[config.mk]
export PLATFORM = sky130hd
export DESIGN_NAME = colorConvertTop
export DESIGN_NICKNAME = d
export VERILOG_FILES = /design/src/source/colorConvertPkg.sv /design/src/source/chromaInterpolator.sv /design/src/source/colorMatrix.sv /design/src/source/rgbWordPacker.sv /design/src/source/conversionControl.sv /design/src/source/colorConvertTop.sv
export VERILOG_INCLUDE_DIRS = /design/src /design/src/source
export SDC_FILE = /design/constraint.sdc
export NUM_CORES = 2
export LEC_CHECK = 0
export BUFFER_PORTS_ARGS = -buffer_cell sky130_fd_sc_hd__clkbuf_2
export CAP_MARGIN = 20
export CORE_MARGIN = 2
export CORE_UTILIZATION = 38
export DETAILED_ROUTE_END_ITERATION = 12
export GPL_TIMING_DRIVEN = 0
export PLACE_DENSITY = 0.57
export SLEW_MARGIN = 20
export SYNTH_ARGS = -nofsm -noshare
export SYNTH_HDL_FRONTEND = slang
export SYNTH_SLANG_ARGS = --single-unit
[constraint.sdc]
create_clock -name Clock -period 37.5 [get_ports Clock]
set_clock_uncertainty 0.2 [all_clocks]
set_input_delay 1.875 -clock Clock [delete_from_list [all_inputs] [get_ports Clock]]
set_output_delay 1.875 -clock Clock [all_outputs]
set_load 0.1 [all_outputs]
[src/source/colorConvert_config.svh]
`ifndef COLOR_CONVERT_CONFIG_SVH
`define COLOR_CONVERT_CONFIG_SVH

// Image geometry in pixels, width must be a multiple of 4
`define CC_IMAGE_WIDTH 16
`define CC_IMAGE_HEIGHT 4

// Word addresses of the four SRAM regions

// Two Y samples per word, row-major
`define CC_Y_BASE 18'h00000

// Two chroma samples per word, half the width per row
`define CC_U_BASE 18'h08000
`define CC_V_BASE 18'h0C000

// Three packed RGB words per pixel pair
`define CC_RGB_BASE 18'h10000

// Cycles from address to read data
`define CC_READ_LATENCY 2

`endif

[src/source/colorConvertPkg.sv]
package colorConvertPkg;

	// One 8-bit unsigned image sample
	typedef logic [7:0] sampleByte;

	// SRAM data word, high byte holds the even (earlier) sample
	typedef logic [15:0] sramWord;

	// SRAM word address
	typedef logic [17:0] sramAddress;

	// Frame sequencing states
	typedef enum logic [1:0] {
		Idle,
		LeadIn,
		PairLoop,
		Drain
	} controlState;

	// Saturate a signed result to the 0..255 sample range
	function automatic sampleByte clipToByte(input logic signed [31:0] value);
		sampleByte result;
		if (value < 0) begin
			result = 8'd0;
		end else if (value > 32'sd255) begin
			result = 8'd255;
		end else begin
			result = value[7:0];
		end
		return result;
	endfunction

endpackage

[src/source/chromaInterpolator.sv]
module chromaInterpolator (
	input logic Clock,
	input logic Resetn,
	input logic LoadRow,
	input logic Shift,
	input colorConvertPkg::sampleByte Sample,
	output colorConvertPkg::sampleByte Centre,
	output colorConvertPkg::sampleByte OddSample
);

	// Window taps 0..5, tap 2 is the even sample of the current pair
	colorConvertPkg::sampleByte window [0:5];

	logic signed [31:0] outerSum;
	logic signed [31:0] innerSum;
	logic signed [31:0] centreSum;
	logic signed [31:0] filterSum;

	// With LoadRow a shift replicates the row's edge sample into every tap
	always_ff @(posedge Clock or negedge Resetn) begin
		if (!Resetn) begin
			for (int i = 0; i < 6; i++) begin
				window[i] <= '0;
			end
		end else if (Shift) begin
			if (LoadRow) begin
				for (int i = 0; i < 6; i++) begin
					window[i] <= Sample;
				end
			end else begin
				for (int i = 0; i < 5; i++) begin
					window[i] <= window[i+1];
				end
				window[5] <= Sample;
			end
		end
	end

	// Symmetric taps share one multiply
	assign outerSum = $signed({24'd0, window[0]}) + $signed({24'd0, window[5]});
	assign innerSum = $signed({24'd0, window[1]}) + $signed({24'd0, window[4]});
	assign centreSum = $signed({24'd0, window[2]}) + $signed({24'd0, window[3]});

	// Taps 21, -52, 159 sum to 256, so rounding adds half of that
	assign filterSum = 32'sd21 * outerSum - 32'sd52 * innerSum
		+ 32'sd159 * centreSum + 32'sd128;

	assign OddSample = colorConvertPkg::clipToByte(filterSum >>> 8);
	assign Centre = window[2];

endmodule

[src/source/colorMatrix.sv]
module colorMatrix (
	input logic Clock,
	input logic Resetn,
	input logic ConvertEven,
	input logic ConvertOdd,
	input colorConvertPkg::sramWord Luma,
	input colorConvertPkg::sramWord ChromaU,
	input colorConvertPkg::sramWord ChromaV,
	output colorConvertPkg::sampleByte Red,
	output colorConvertPkg::sampleByte Green,
	output colorConvertPkg::sampleByte Blue,
	output logic ResultValid
);

	// Odd Y kept from the word seen at the even conversion
	colorConvertPkg::sampleByte lumaOdd;
	colorConvertPkg::sampleByte luma;
	colorConvertPkg::sampleByte chromaU;
	colorConvertPkg::sampleByte chromaV;

	logic signed [31:0] lumaTerm;
	logic signed [31:0] uOffset;
	logic signed [31:0] vOffset;
	logic signed [31:0] redSum;
	logic signed [31:0] greenSum;
	logic signed [31:0] blueSum;

	// Even pixel takes the centre chroma, odd takes the interpolated one
	assign luma = ConvertOdd ? lumaOdd : Luma[15:8];
	assign chromaU = ConvertOdd ? ChromaU[7:0] : ChromaU[15:8];
	assign chromaV = ConvertOdd ? ChromaV[7:0] : ChromaV[15:8];

	assign lumaTerm = 32'sd76284 * ($signed({24'd0, luma}) - 32'sd16);
	assign uOffset = $signed({24'd0, chromaU}) - 32'sd128;
	assign vOffset = $signed({24'd0, chromaV}) - 32'sd128;

	// Coefficients in 16-bit fixed point
	assign redSum = lumaTerm + 32'sd104595 * vOffset;
	assign greenSum = lumaTerm - 32'sd25624 * uOffset - 32'sd53281 * vOffset;
	assign blueSum = lumaTerm + 32'sd132251 * uOffset;

	always_ff @(posedge Clock) begin
		if (ConvertEven) begin
			lumaOdd <= Luma[7:0];
		end
		if (ConvertEven || ConvertOdd) begin
			Red <= colorConvertPkg::clipToByte(redSum >>> 16);
			Green <= colorConvertPkg::clipToByte(greenSum >>> 16);
			Blue <= colorConvertPkg::clipToByte(blueSum >>> 16);
		end
	end

	always_ff @(posedge Clock or negedge Resetn) begin
		if (!Resetn) begin
			ResultValid <= 1'b0;
		end else begin
			ResultValid <= ConvertEven || ConvertOdd;
		end
	end

endmodule

[src/source/rgbWordPacker.sv]
module rgbWordPacker (
	input logic Clock,
	input logic Resetn,
	input colorConvertPkg::sampleByte Red,
	input colorConvertPkg::sampleByte Green,
	input colorConvertPkg::sampleByte Blue,
	input logic ResultValid,
	input logic PairLoad,
	input logic [1:0] WordSelect,
	output colorConvertPkg::sramWord SramWriteData
);

	// Next result goes to the odd slot
	logic takeOdd;

	// Pair being computed
	colorConvertPkg::sampleByte red0;
	colorConvertPkg::sampleByte green0;
	colorConvertPkg::sampleByte blue0;
	colorConvertPkg::sampleByte red1;
	colorConvertPkg::sampleByte green1;
	colorConvertPkg::sampleByte blue1;

	// Pair being written
	colorConvertPkg::sramWord holdWord0;
	colorConvertPkg::sramWord holdWord1;
	colorConvertPkg::sramWord holdWord2;

	always_ff @(posedge Clock or negedge Resetn) begin
		if (!Resetn) begin
			takeOdd <= 1'b0;
		end else if (ResultValid) begin
			takeOdd <= ~takeOdd;
		end
	end

	always_ff @(posedge Clock) begin
		if (ResultValid && !takeOdd) begin
			red0 <= Red;
			green0 <= Green;
			blue0 <= Blue;
		end
		if (ResultValid && takeOdd) begin
			red1 <= Red;
			green1 <= Green;
			blue1 <= Blue;
		end
		// Packed by field position, first sample in the high byte
		if (PairLoad) begin
			holdWord0 <= {red0, green0};
			holdWord1 <= {blue0, red1};
			holdWord2 <= {green1, blue1};
		end
	end

	always_comb begin
		case (WordSelect)
			2'd0: SramWriteData = holdWord0;
			2'd1: SramWriteData = holdWord1;
			default: SramWriteData = holdWord2;
		endcase
	end

endmodule

[src/source/conversionControl.sv]
`include "colorConvert_config.svh"

module conversionControl (
	input logic Clock,
	input logic Resetn,
	input logic Start,
	input logic ResultValid,
	output logic Busy,
	output logic Done,
	output colorConvertPkg::sramAddress SramAddress,
	output logic SramWriteN,
	output logic UShift,
	output logic VShift,
	output logic LoadRow,
	output logic ConvertEven,
	output logic ConvertOdd,
	output logic PairLoad,
	output logic [1:0] WordSelect,
	output logic ReadByteSelect
);

	localparam int pairsPerRow = `CC_IMAGE_WIDTH / 2;
	localparam int chromaWordsPerRow = `CC_IMAGE_WIDTH / 4;
	localparam int readLatency = `CC_READ_LATENCY;

	colorConvertPkg::controlState state;
	logic [3:0] phase;
	logic [15:0] columnCount;
	logic [15:0] rowCount;
	colorConvertPkg::sramAddress yCount;
	colorConvertPkg::sramAddress chromaRowBase;
	colorConvertPkg::sramAddress rgbCount;
	colorConvertPkg::sramAddress chromaAddress;
	logic havePair;
	logic oddResult;

	logic issueY;
	logic issueU;
	logic issueV;
	logic issueLoad;
	logic writeActive;
	logic [15:0] sampleWanted;
	logic [15:0] sampleIndex;

	// Strobes delayed to meet the read data
	logic [readLatency-1:0] yPipe;
	logic [readLatency-1:0] uPipe;
	logic [readLatency-1:0] vPipe;
	logic [readLatency-1:0] loadPipe;
	logic [readLatency-1:0] bytePipe;

	// Chroma sample to fetch, clamped to the last one of the row
	always_comb begin
		if (state == colorConvertPkg::LeadIn) begin
			sampleWanted = {13'd0, phase[3:1]};
		end else begin
			sampleWanted = columnCount + 16'd4;
		end
		if (sampleWanted > 16'(pairsPerRow - 1)) begin
			sampleIndex = 16'(pairsPerRow - 1);
		end else begin
			sampleIndex = sampleWanted;
		end
	end

	assign chromaAddress = chromaRowBase + colorConvertPkg::sramAddress'(sampleIndex >> 1);

	// Loop phases 0..2 read Y, U, V and phases 3..5 write the previous pair
	always_comb begin
		issueY = 1'b0;
		issueU = 1'b0;
		issueV = 1'b0;
		issueLoad = 1'b0;
		writeActive = 1'b0;
		case (state)
			colorConvertPkg::LeadIn: begin
				if (phase < 4'd8) begin
					issueU = ~phase[0];
					issueV = phase[0];
					issueLoad = (phase < 4'd2);
				end
			end
			colorConvertPkg::PairLoop: begin
				issueY = (phase == 4'd0);
				issueU = (phase == 4'd1);
				issueV = (phase == 4'd2);
				writeActive = havePair && (phase >= 4'd3);
			end
			colorConvertPkg::Drain: begin
				writeActive = 1'b1;
			end
			default: begin
			end
		endcase

		if (issueU) begin
			SramAddress = `CC_U_BASE + chromaAddress;
		end else if (issueV) begin
			SramAddress = `CC_V_BASE + chromaAddress;
		end else if (writeActive) begin
			SramAddress = `CC_RGB_BASE + rgbCount;
		end else begin
			SramAddress = `CC_Y_BASE + yCount;
		end
	end

	assign SramWriteN = ~writeActive;
	assign WordSelect = 2'(phase - 4'd3);

	assign ConvertEven = yPipe[readLatency-1];
	assign UShift = uPipe[readLatency-1];
	assign VShift = vPipe[readLatency-1];
	assign LoadRow = loadPipe[readLatency-1];
	assign ReadByteSelect = bytePipe[readLatency-1];

	always_ff @(posedge Clock or negedge Resetn) begin
		if (!Resetn) begin
			yPipe <= '0;
			uPipe <= '0;
			vPipe <= '0;
			loadPipe <= '0;
			bytePipe <= '0;
			ConvertOdd <= 1'b0;
			PairLoad <= 1'b0;
			oddResult <= 1'b0;
		end else begin
			yPipe[0] <= issueY;
			uPipe[0] <= issueU;
			vPipe[0] <= issueV;
			loadPipe[0] <= issueLoad;
			bytePipe[0] <= sampleIndex[0];
			for (int i = 1; i < readLatency; i++) begin
				yPipe[i] <= yPipe[i-1];
				uPipe[i] <= uPipe[i-1];
				vPipe[i] <= vPipe[i-1];
				loadPipe[i] <= loadPipe[i-1];
				bytePipe[i] <= bytePipe[i-1];
			end
			// Odd pixel converts the cycle after the even one
			ConvertOdd <= ConvertEven;
			if (ResultValid) begin
				oddResult <= ~oddResult;
			end
			// Both results of the pair are in the packer
			PairLoad <= ResultValid && oddResult;
		end
	end

	always_ff @(posedge Clock or negedge Resetn) begin
		if (!Resetn) begin
			state <= colorConvertPkg::Idle;
			phase <= 4'd0;
			columnCount <= 16'd0;
			rowCount <= 16'd0;
			yCount <= '0;
			chromaRowBase <= '0;
			rgbCount <= '0;
			havePair <= 1'b0;
			Busy <= 1'b0;
			Done <= 1'b0;
		end else begin
			Done <= 1'b0;
			case (state)
				colorConvertPkg::Idle: begin
					if (Start) begin
						state <= colorConvertPkg::LeadIn;
						phase <= 4'd0;
						columnCount <= 16'd0;
						rowCount <= 16'd0;
						yCount <= '0;
						chromaRowBase <= '0;
						rgbCount <= '0;
						havePair <= 1'b0;
						Busy <= 1'b1;
					end
				end
				colorConvertPkg::LeadIn: begin
					// Last lead-in sample arrives in phase 9
					if (phase == 4'd9) begin
						state <= colorConvertPkg::PairLoop;
						phase <= 4'd0;
					end else begin
						phase <= phase + 4'd1;
					end
				end
				colorConvertPkg::PairLoop: begin
					if (phase == 4'd0) begin
						yCount <= yCount + 18'd1;
					end
					if (writeActive) begin
						rgbCount <= rgbCount + 18'd1;
					end
					if (phase == 4'd5) begin
						havePair <= 1'b1;
						phase <= 4'd0;
						if (columnCount == 16'(pairsPerRow - 1)) begin
							columnCount <= 16'd0;
							if (rowCount == 16'(`CC_IMAGE_HEIGHT - 1)) begin
								state <= colorConvertPkg::Drain;
								phase <= 4'd3;
							end else begin
								rowCount <= rowCount + 16'd1;
								chromaRowBase <= chromaRowBase + 18'(chromaWordsPerRow);
								state <= colorConvertPkg::LeadIn;
							end
						end else begin
							columnCount <= columnCount + 16'd1;
						end
					end else begin
						phase <= phase + 4'd1;
					end
				end
				colorConvertPkg::Drain: begin
					// Writes of the final pair
					rgbCount <= rgbCount + 18'd1;
					if (phase == 4'd5) begin
						state <= colorConvertPkg::Idle;
						Busy <= 1'b0;
						Done <= 1'b1;
					end else begin
						phase <= phase + 4'd1;
					end
				end
				default: begin
					state <= colorConvertPkg::Idle;
				end
			endcase
		end
	end

endmodule

[src/source/colorConvertTop.sv]
module colorConvertTop (
	input logic Clock,
	input logic Resetn,
	input logic Start,
	output logic Busy,
	output logic Done,
	output colorConvertPkg::sramAddress SramAddress,
	input colorConvertPkg::sramWord SramReadData,
	output colorConvertPkg::sramWord SramWriteData,
	output logic SramWriteN
);

	logic uShift;
	logic vShift;
	logic loadRow;
	logic convertEven;
	logic convertOdd;
	logic pairLoad;
	logic [1:0] wordSelect;
	logic readByteSelect;
	logic resultValid;
	colorConvertPkg::sampleByte chromaSample;
	colorConvertPkg::sampleByte uCentre;
	colorConvertPkg::sampleByte uOdd;
	colorConvertPkg::sampleByte vCentre;
	colorConvertPkg::sampleByte vOdd;
	colorConvertPkg::sampleByte red;
	colorConvertPkg::sampleByte green;
	colorConvertPkg::sampleByte blue;

	// Chroma byte picked out of the arriving read word
	assign chromaSample = readByteSelect ? SramReadData[7:0] : SramReadData[15:8];

	conversionControl control (
		.Clock(Clock),
		.Resetn(Resetn),
		.Start(Start),
		.ResultValid(resultValid),
		.Busy(Busy),
		.Done(Done),
		.SramAddress(SramAddress),
		.SramWriteN(SramWriteN),
		.UShift(uShift),
		.VShift(vShift),
		.LoadRow(loadRow),
		.ConvertEven(convertEven),
		.ConvertOdd(convertOdd),
		.PairLoad(pairLoad),
		.WordSelect(wordSelect),
		.ReadByteSelect(readByteSelect)
	);

	chromaInterpolator uChannel (
		.Clock(Clock),
		.Resetn(Resetn),
		.LoadRow(loadRow),
		.Shift(uShift),
		.Sample(chromaSample),
		.Centre(uCentre),
		.OddSample(uOdd)
	);

	chromaInterpolator vChannel (
		.Clock(Clock),
		.Resetn(Resetn),
		.LoadRow(loadRow),
		.Shift(vShift),
		.Sample(chromaSample),
		.Centre(vCentre),
		.OddSample(vOdd)
	);

	// Chroma pairs travel as {centre, interpolated}
	colorMatrix matrix (
		.Clock(Clock),
		.Resetn(Resetn),
		.ConvertEven(convertEven),
		.ConvertOdd(convertOdd),
		.Luma(SramReadData),
		.ChromaU({uCentre, uOdd}),
		.ChromaV({vCentre, vOdd}),
		.Red(red),
		.Green(green),
		.Blue(blue),
		.ResultValid(resultValid)
	);

	rgbWordPacker packer (
		.Clock(Clock),
		.Resetn(Resetn),
		.Red(red),
		.Green(green),
		.Blue(blue),
		.ResultValid(resultValid),
		.PairLoad(pairLoad),
		.WordSelect(wordSelect),
		.SramWriteData(SramWriteData)
	);

endmodule

* Yosys cells after proc, flatten, opt, wreduce, memory -nomap -nowiden *
Index checks and enable logic that the tools add are counted.

word-level totals
  flip-flop bits (word level) = 334
  bits in latches = 0
  memory bits (writable) = 0
  memory bits (read-only) = 0
  output and inout port bits = 37
  word-level logic and storage cells = 209
  memories = 0

operators by class
  $add $sub $neg = 31
  multipliers = 11
  divide/modulo/power cells = 0
  $lt $le $gt $ge = 14
  eq/ne operators = 19
  shift operators = 0
  muxes and demuxes = 66
  bitwise gates (word level) = 4
  reductions and logical operators = 19

operators with widths
  cell                                                                              number
  18-bit two-way mux                                                                9
  32-bit adder                                                                      4
  16-bit two-way mux                                                                8
  32-bit subtractor                                                                 4
  48-bit two-way mux                                                                2
  16-bit case mux with 2 select lines                                               3
  8-bit two-way mux                                                                 11
  18-bit case mux with 2 select lines                                               2
  32-bit by 9-bit adder with 32-bit output, second input constant                   2
  5-bit by 32-bit multiplier with 30-bit output, first input constant               2
  6-bit by 32-bit multiplier with 32-bit output, first input constant               2
  9-bit by 32-bit multiplier with 32-bit output, first input constant               2
  8-bit by 8-bit adder with 9-bit output                                            6
  18-bit case mux with 3 select lines                                               1
  16-bit by 9-bit greater-than comparator with 1-bit output, second input constant  3
  24-bit by 9-bit greater-than comparator with 1-bit output, second input constant  2
  16-bit by 1-bit less-than comparator with 1-bit output, second input constant     3
  24-bit by 1-bit less-than comparator with 1-bit output, second input constant     2
  16-bit by 18-bit adder with 18-bit output, first input constant                   2
  18-bit by 1-bit adder with 18-bit output, second input constant                   2
  16-bit by 1-bit adder with 16-bit output, second input constant                   2
  13-bit by 32-bit multiplier with 29-bit output, first input constant              1
  16-bit by 32-bit multiplier with 30-bit output, first input constant              1
  17-bit by 32-bit multiplier with 32-bit output, first input constant              1
  other kinds (41)                                                                  87

* Longest topological paths before layout *
  depth in word-level cells = 15
  gate-level depth with buffers = 79
  mapped depth without buffers = 78

* Cells and area by module *
A second synthesis with hierarchy kept.

unflattened totals
  cell total of the unflattened synthesis = 4142
  area total of the unflattened synthesis = 39584.2 sq um

by module, submodules not included
  module                         instances  cells each  area each (sq um)  sequential area each (sq um)
  colorMatrix                    1          1574        14964.4            985.9
  chromaInterpolator (uChannel)  1          819         7277.0             1201.2
  chromaInterpolator (vChannel)  1          822         7231.9             1201.2
  conversionControl              1          765         6706.4             2652.5
  rgbWordPacker                  1          153         3273.1             2907.8
  colorConvertTop                1          9           131.4              0.0

* Least setup slack after synthesis *
OpenSTA, ideal clock, no wires.

  path type = register to register
  from = register uChannel.window[8] (netlist name)
  to = register matrix.Green[0] (data pin)
  data arrival time = 16.715 ns
  slack = 20.439 ns
  stages on the path, launching flop included = 71
  period minus slack after synthesis = 17.061 ns
  path through = dfrtp_1 -> ha_1 -> fa_1 -> a21o_1 -> a21oi_1 -> o21bai_1 -> a21oi_1 -> xnor2_1 -> inv_1 -> ha_1 -> ha_1 -> inv_1 -> fa_1 -> inv_1 -> ha_1 -> inv_1 -> xnor2_1 -> ha_1 -> [35 not listed] -> inv_1 -> fa_1 -> inv_1 -> fa_1 -> inv_1 -> fa_1 -> inv_1 -> fa_1 -> inv_1 -> ha_1 -> or4_1 -> o21ai_2 -> o211a_1 -> o31ai_1 -> and3_4 -> nor3b_1 -> xnor3_2 -> a21oi_1

on the way
  cells in the longest elaborated chain, start to end = 15
  elaborated cells between the ends (all ways) = 17
  those cells by class = add/sub (7); mul (2); order compare (4); mux (4)

RTL lines
  what                                                       RTL line                  source
  start: declaration                                         chromaInterpolator.sv:12  colorConvertPkg::sampleByte window [0:5];
  start signal: indexed assignment                           chromaInterpolator.sv:28  window[i] <= Sample;
  start signal: indexed assignment                           chromaInterpolator.sv:32  window[i] <= window[i+1];
  8-bit by 8-bit adder with 9-bit output (*)                 chromaInterpolator.sv:41  assign innerSum = $signed({24'd0, window[1]}) + $signed({24'd0, window[4]});
  5-bit by 32-bit multiplier with 30-bit output (*)          chromaInterpolator.sv:45  assign filterSum = 32'sd21 * outerSum - 32'sd52 * innerSum
  32-bit subtractor (*)                                      chromaInterpolator.sv:45
  32-bit adder (*)                                           chromaInterpolator.sv:46  + 32'sd159 * centreSum + 32'sd128;
  32-bit by 9-bit adder with 32-bit output (*)               chromaInterpolator.sv:46
  24-bit by 9-bit greater-than comparator with 1-bit output  colorConvertPkg.sv:25     end else if (value > 32'sd255) begin
  8-bit two-way mux                                          colorConvertPkg.sv:25
  8-bit two-way mux (*)                                      colorConvertPkg.sv:23     if (value < 0) begin
  8-bit two-way mux (*)                                      colorMatrix.sv:30         assign chromaU = ConvertOdd ? ChromaU[7:0] : ChromaU[15:8];
  8-bit by 8-bit subtractor with 9-bit output (*)            colorMatrix.sv:34         assign uOffset = $signed({24'd0, chromaU}) - 32'sd128;
  13-bit by 32-bit multiplier with 29-bit output (*)         colorMatrix.sv:39         assign greenSum = lumaTerm - 32'sd25624 * uOffset - 32'sd53281 * vOffset;
  32-bit subtractor (*) (2 in a row)                         colorMatrix.sv:39
  16-bit by 9-bit greater-than comparator with 1-bit output  colorConvertPkg.sv:25
  8-bit two-way mux                                          colorConvertPkg.sv:25
  end signal: assignment                                     colorMatrix.sv:48         Green <= colorConvertPkg::clipToByte(greenSum >>> 16);
  end: declaration                                           colorMatrix.sv:10         output colorConvertPkg::sampleByte Green,

Mark *: on every way between the ends. The rest lies on a longest branch, timed or not.
A chain may end at the register's enable or synchronous reset.

* Worst setup path in the final report *
  from = register uChannel.window[8] (netlist name)
  to = register matrix.Green[2] (data pin)

Same word-level chain as after synthesis.

==> impl_metrics.py <==
metrics = {
    "synthesis": {
        "synth-async-reset-ratio_pct": 61.4,
        "synth_top_area_share_pct": 25.4,
        "ys_types": 94,
        "yosysTopAreaCell": "ha_1",
        "yosysWarningCount": 0,
        "avgSynthCellArea_sq_um": 9.75,
        "ys_seq_area_share_pct": 23.2,
        "synth-edff-count": 128,
        "syn_inst": 3965,
        "ys_seq_elements": 332,
        "netlist_area_sq_um": 38600,
        "ys_top_cells_by_area": "ha_1 25%, fa_1 16%, dfrtp_1 13%, edfxtp_1 9.9%, inv_1 7.8%",
        "synthFlopType": "dfrtp_1",
    },
    "critical_path": {
        "worst-r2r-setup-slack_ps": 18180,
        "crit_cells": 71,
        "r2r-start": "uChannel.window[8]",
        "cp_top_family": "adder cells",
        "arrival_ps": 19510,
        "path_buf_inv": 14,
        "cp-end-kind": "register",
        "startpoint_type": "register",
        "slowest_delay_ps": 650,
        "rr_endpoint": "matrix.Green[2]",
        "path_class": "register to register",
        "rr_worst_depth": 71,
        "worstPathRequired_ps": 37690,
        "critical_path.startpoint": "uChannel.window[8]",
        "slowest_stage": "o22ai_2",
        "worstPathMaxFanout": 18,
    },
    "floorplan": {
        "fp.coreArea_sq_um": 100000,
        "die_height_um": 323,
        "start_util_pct": 38.5,
        "fp.dieArea_sq_um": 104000,
        "io_pins": 56,
        "row_count": 116,
        "die_x_um": 323,
    },
    "clock_tree": {
        "cts_tree": "built",
        "cts.path.max_buffers": 3,
        "cts_resized": 0,
        "post-cts-setup-buffers": 0,
        "cts_hold_buf": 0,
        "clkTransAtPathRegs_ps": 60,
        "cts_made_buffers": 36,
        "cts_max_level": 2,
        "root_buffer": "clkbuf_16",
        "clock-sinks": 332,
        "clkLatencyLatePin_ps": 560,
    },
    "route": {
        "drc": 0,
        "vias": 27400,
        "viasPerCell": 5.01,
        "wl_per_cell_um": 16.5,
        "firstDrtPassIters": 5,
        "wl_um": 90500,
        "drt-initial-drc-count": 1409,
        "postRouteAntennaNets": 0,
    },
    "sta": {
        "finalSetupTns_ps": 0,
        "final.min_clock_period_ps": 19320,
        "hold_viol_final": 0,
        "fin_crit_sh_pct": 51.5,
        "relSlewSlack_pct": 36.3,
        "rsz0062_at_grt": "no",
        "tightest_slew_ps": 946,
        "maxSlewViolCount": 0,
        "finalSetupViolCount": 0,
        "max_freq_ghz": 0.0518,
    },
    "min_path": {
        "min_path_cells": 0,
        "worstHoldStart": "control.loadPipe[0]",
        "hold_end": "control.loadPipe[1]",
        "hold_class": "register to register",
    },
    "cells_and_area": {
        "nets": 5193,
        "layout_commonest_cell": "inv_1",
        "antenna_cells": 0,
        "syn_to_final_growth_pct": 9.19,
        "layout-drive-gt1-share_pct": 4.62,
        "layout_common_cells": "803 x inv_1, 784 x ha_1, 305 x fa_1, 203 x dfrtp_1, 187 x o21ai_0",
        "instances_no_fill": 5470,
    },
    "global_route": {
        "grt_pass1_wl_um": 147000,
        "grt_pass1_vias": 27500,
        "grt_use_total_pct": 17.6,
        "grt_antenna_before_repair": 0,
        "grt-ovfl-total": 0,
        "grt_max_degree": 72,
    },
    "status": {
        "outcome": "complete, no violations",
    },
    "placed_design": {
        "dp_cells": 5404,
        "place.port_buffers": 55,
        "dp_hpwl_um": 74900,
        "gp_congestion": 0.865,
    },
    "job": {
        "drv_cap": 0,
    },
}
[kinds of logic after synthesis]
family	Yosys count	synth area share (%)
fa+ha+maj	1089	41.2
buf+inv	891	8.67
compound gates	764	12.7
simple gates	624	7.97
flops	332	23.2
xor+xnor	220	5.12
mux	44	1.17
other cells	1	0.00971
[layout make-up]
cell class,count,area [sq um]
buffer,87,332
clock buffer,47,1000
clock inverter,19,264
fill,9902,58200
inverter,804,3020
multi-input combinational,2755,26400
sequential,332,8950
tap,1357,1700
timing repair buffer,69,494
[cells in the mapped netlist (5+ instances only)]
| cell | number |
|---|---|
| or3_1 | 18 |
| buf_1 | 13 |
| nand3b_1 | 6 |
| clkbuf_1 | 72 |
| edfxtp_1 | 128 |
| nor3_1 | 42 |
| or4_1 | 5 |
| xnor2_1 | 127 |
| fa_1 | 305 |
| o22ai_1 | 7 |
| nand3_1 | 57 |
| dfrtp_1 | 204 |
| nor2_1 | 184 |
| and4_1 | 5 |
| ha_1 | 784 |
| nor3b_1 | 5 |
| o21ai_1 | 11 |
| o41ai_1 | 6 |
| nor4_1 | 8 |
| nand4_1 | 37 |
| xor2_1 | 89 |
| o21ai_0 | 195 |
| mux2_2 | 5 |
| and3_1 | 33 |
| inv_1 | 803 |
| o31ai_1 | 8 |
| mux2i_1 | 38 |
| a211oi_1 | 9 |
| nor2b_1 | 24 |
| nand2b_1 | 17 |
| o21bai_1 | 41 |
| o211ai_1 | 104 |
| a21oi_1 | 184 |
| a31oi_1 | 26 |
| and2_1 | 14 |
| a2111oi_0 | 6 |
| o21a_1 | 31 |
| nand2_1 | 137 |
| a22oi_1 | 18 |
| or2_2 | 13 |
| a21o_1 | 52 |
[how the worst max path moves through the flow]
stage,endpoint
final,matrix.Green[2]
after global routing,matrix.Green[2]
after detailed placement,matrix.Green[2]
after floorplan,matrix.Green[0]
after global placement,matrix.Green[2]
after CTS,matrix.Green[2]
[worst register-to-register path: cells and delay by family (launching register included)]
family | cells | cell delay (ps)
adders and majority gates | 24 | 9250
AOI/OAI and AO/OA | 22 | 5150
and+or+nand+nor | 6 | 1460
buffers and inverters | 14 | 1420
xor gates and xnor gates | 5 | 1230
DFF | 1 | 420
[metrics by stage]
step                setup WS, ps  hold WS [ps]  utilization, %  cell area [sq um]
finish                     18180           156            42.0              42200
global route               17130           165            42.0              42200
CTS                        18180           161            42.0              42200
detailed placement         18280           137            40.7              40900
global placement           18240           134            40.5              40700
floorplan                  20440           131               -              38700
[sequential cells by signal, summed over array words and instances (netlist names), 16 cells and up]
register	count
uChannel.window	40
vChannel.window	40
control.rgbCount	18
control.yCount	18
control.chromaRowBase	16
control.columnCount	16
control.rowCount	16
packer.holdWord0	16
packer.holdWord1	16
packer.holdWord2	16
[layer usage]
layer | track usage, % | vias to the layer above | routed length, um
li1 | - | 13600 | -
met1 | 24.5 | 13300 | 43300
met2 | 30.0 | 356 | 43200
met3 | 1.11 | 92 | 2260
met4 | 3.86 | 0 | 1720
met5 | 0 | - | 0
Power is left out: the tool's default activity adds up to more than one toggle a clock period on the data nets, which glitch-free logic cannot reach.
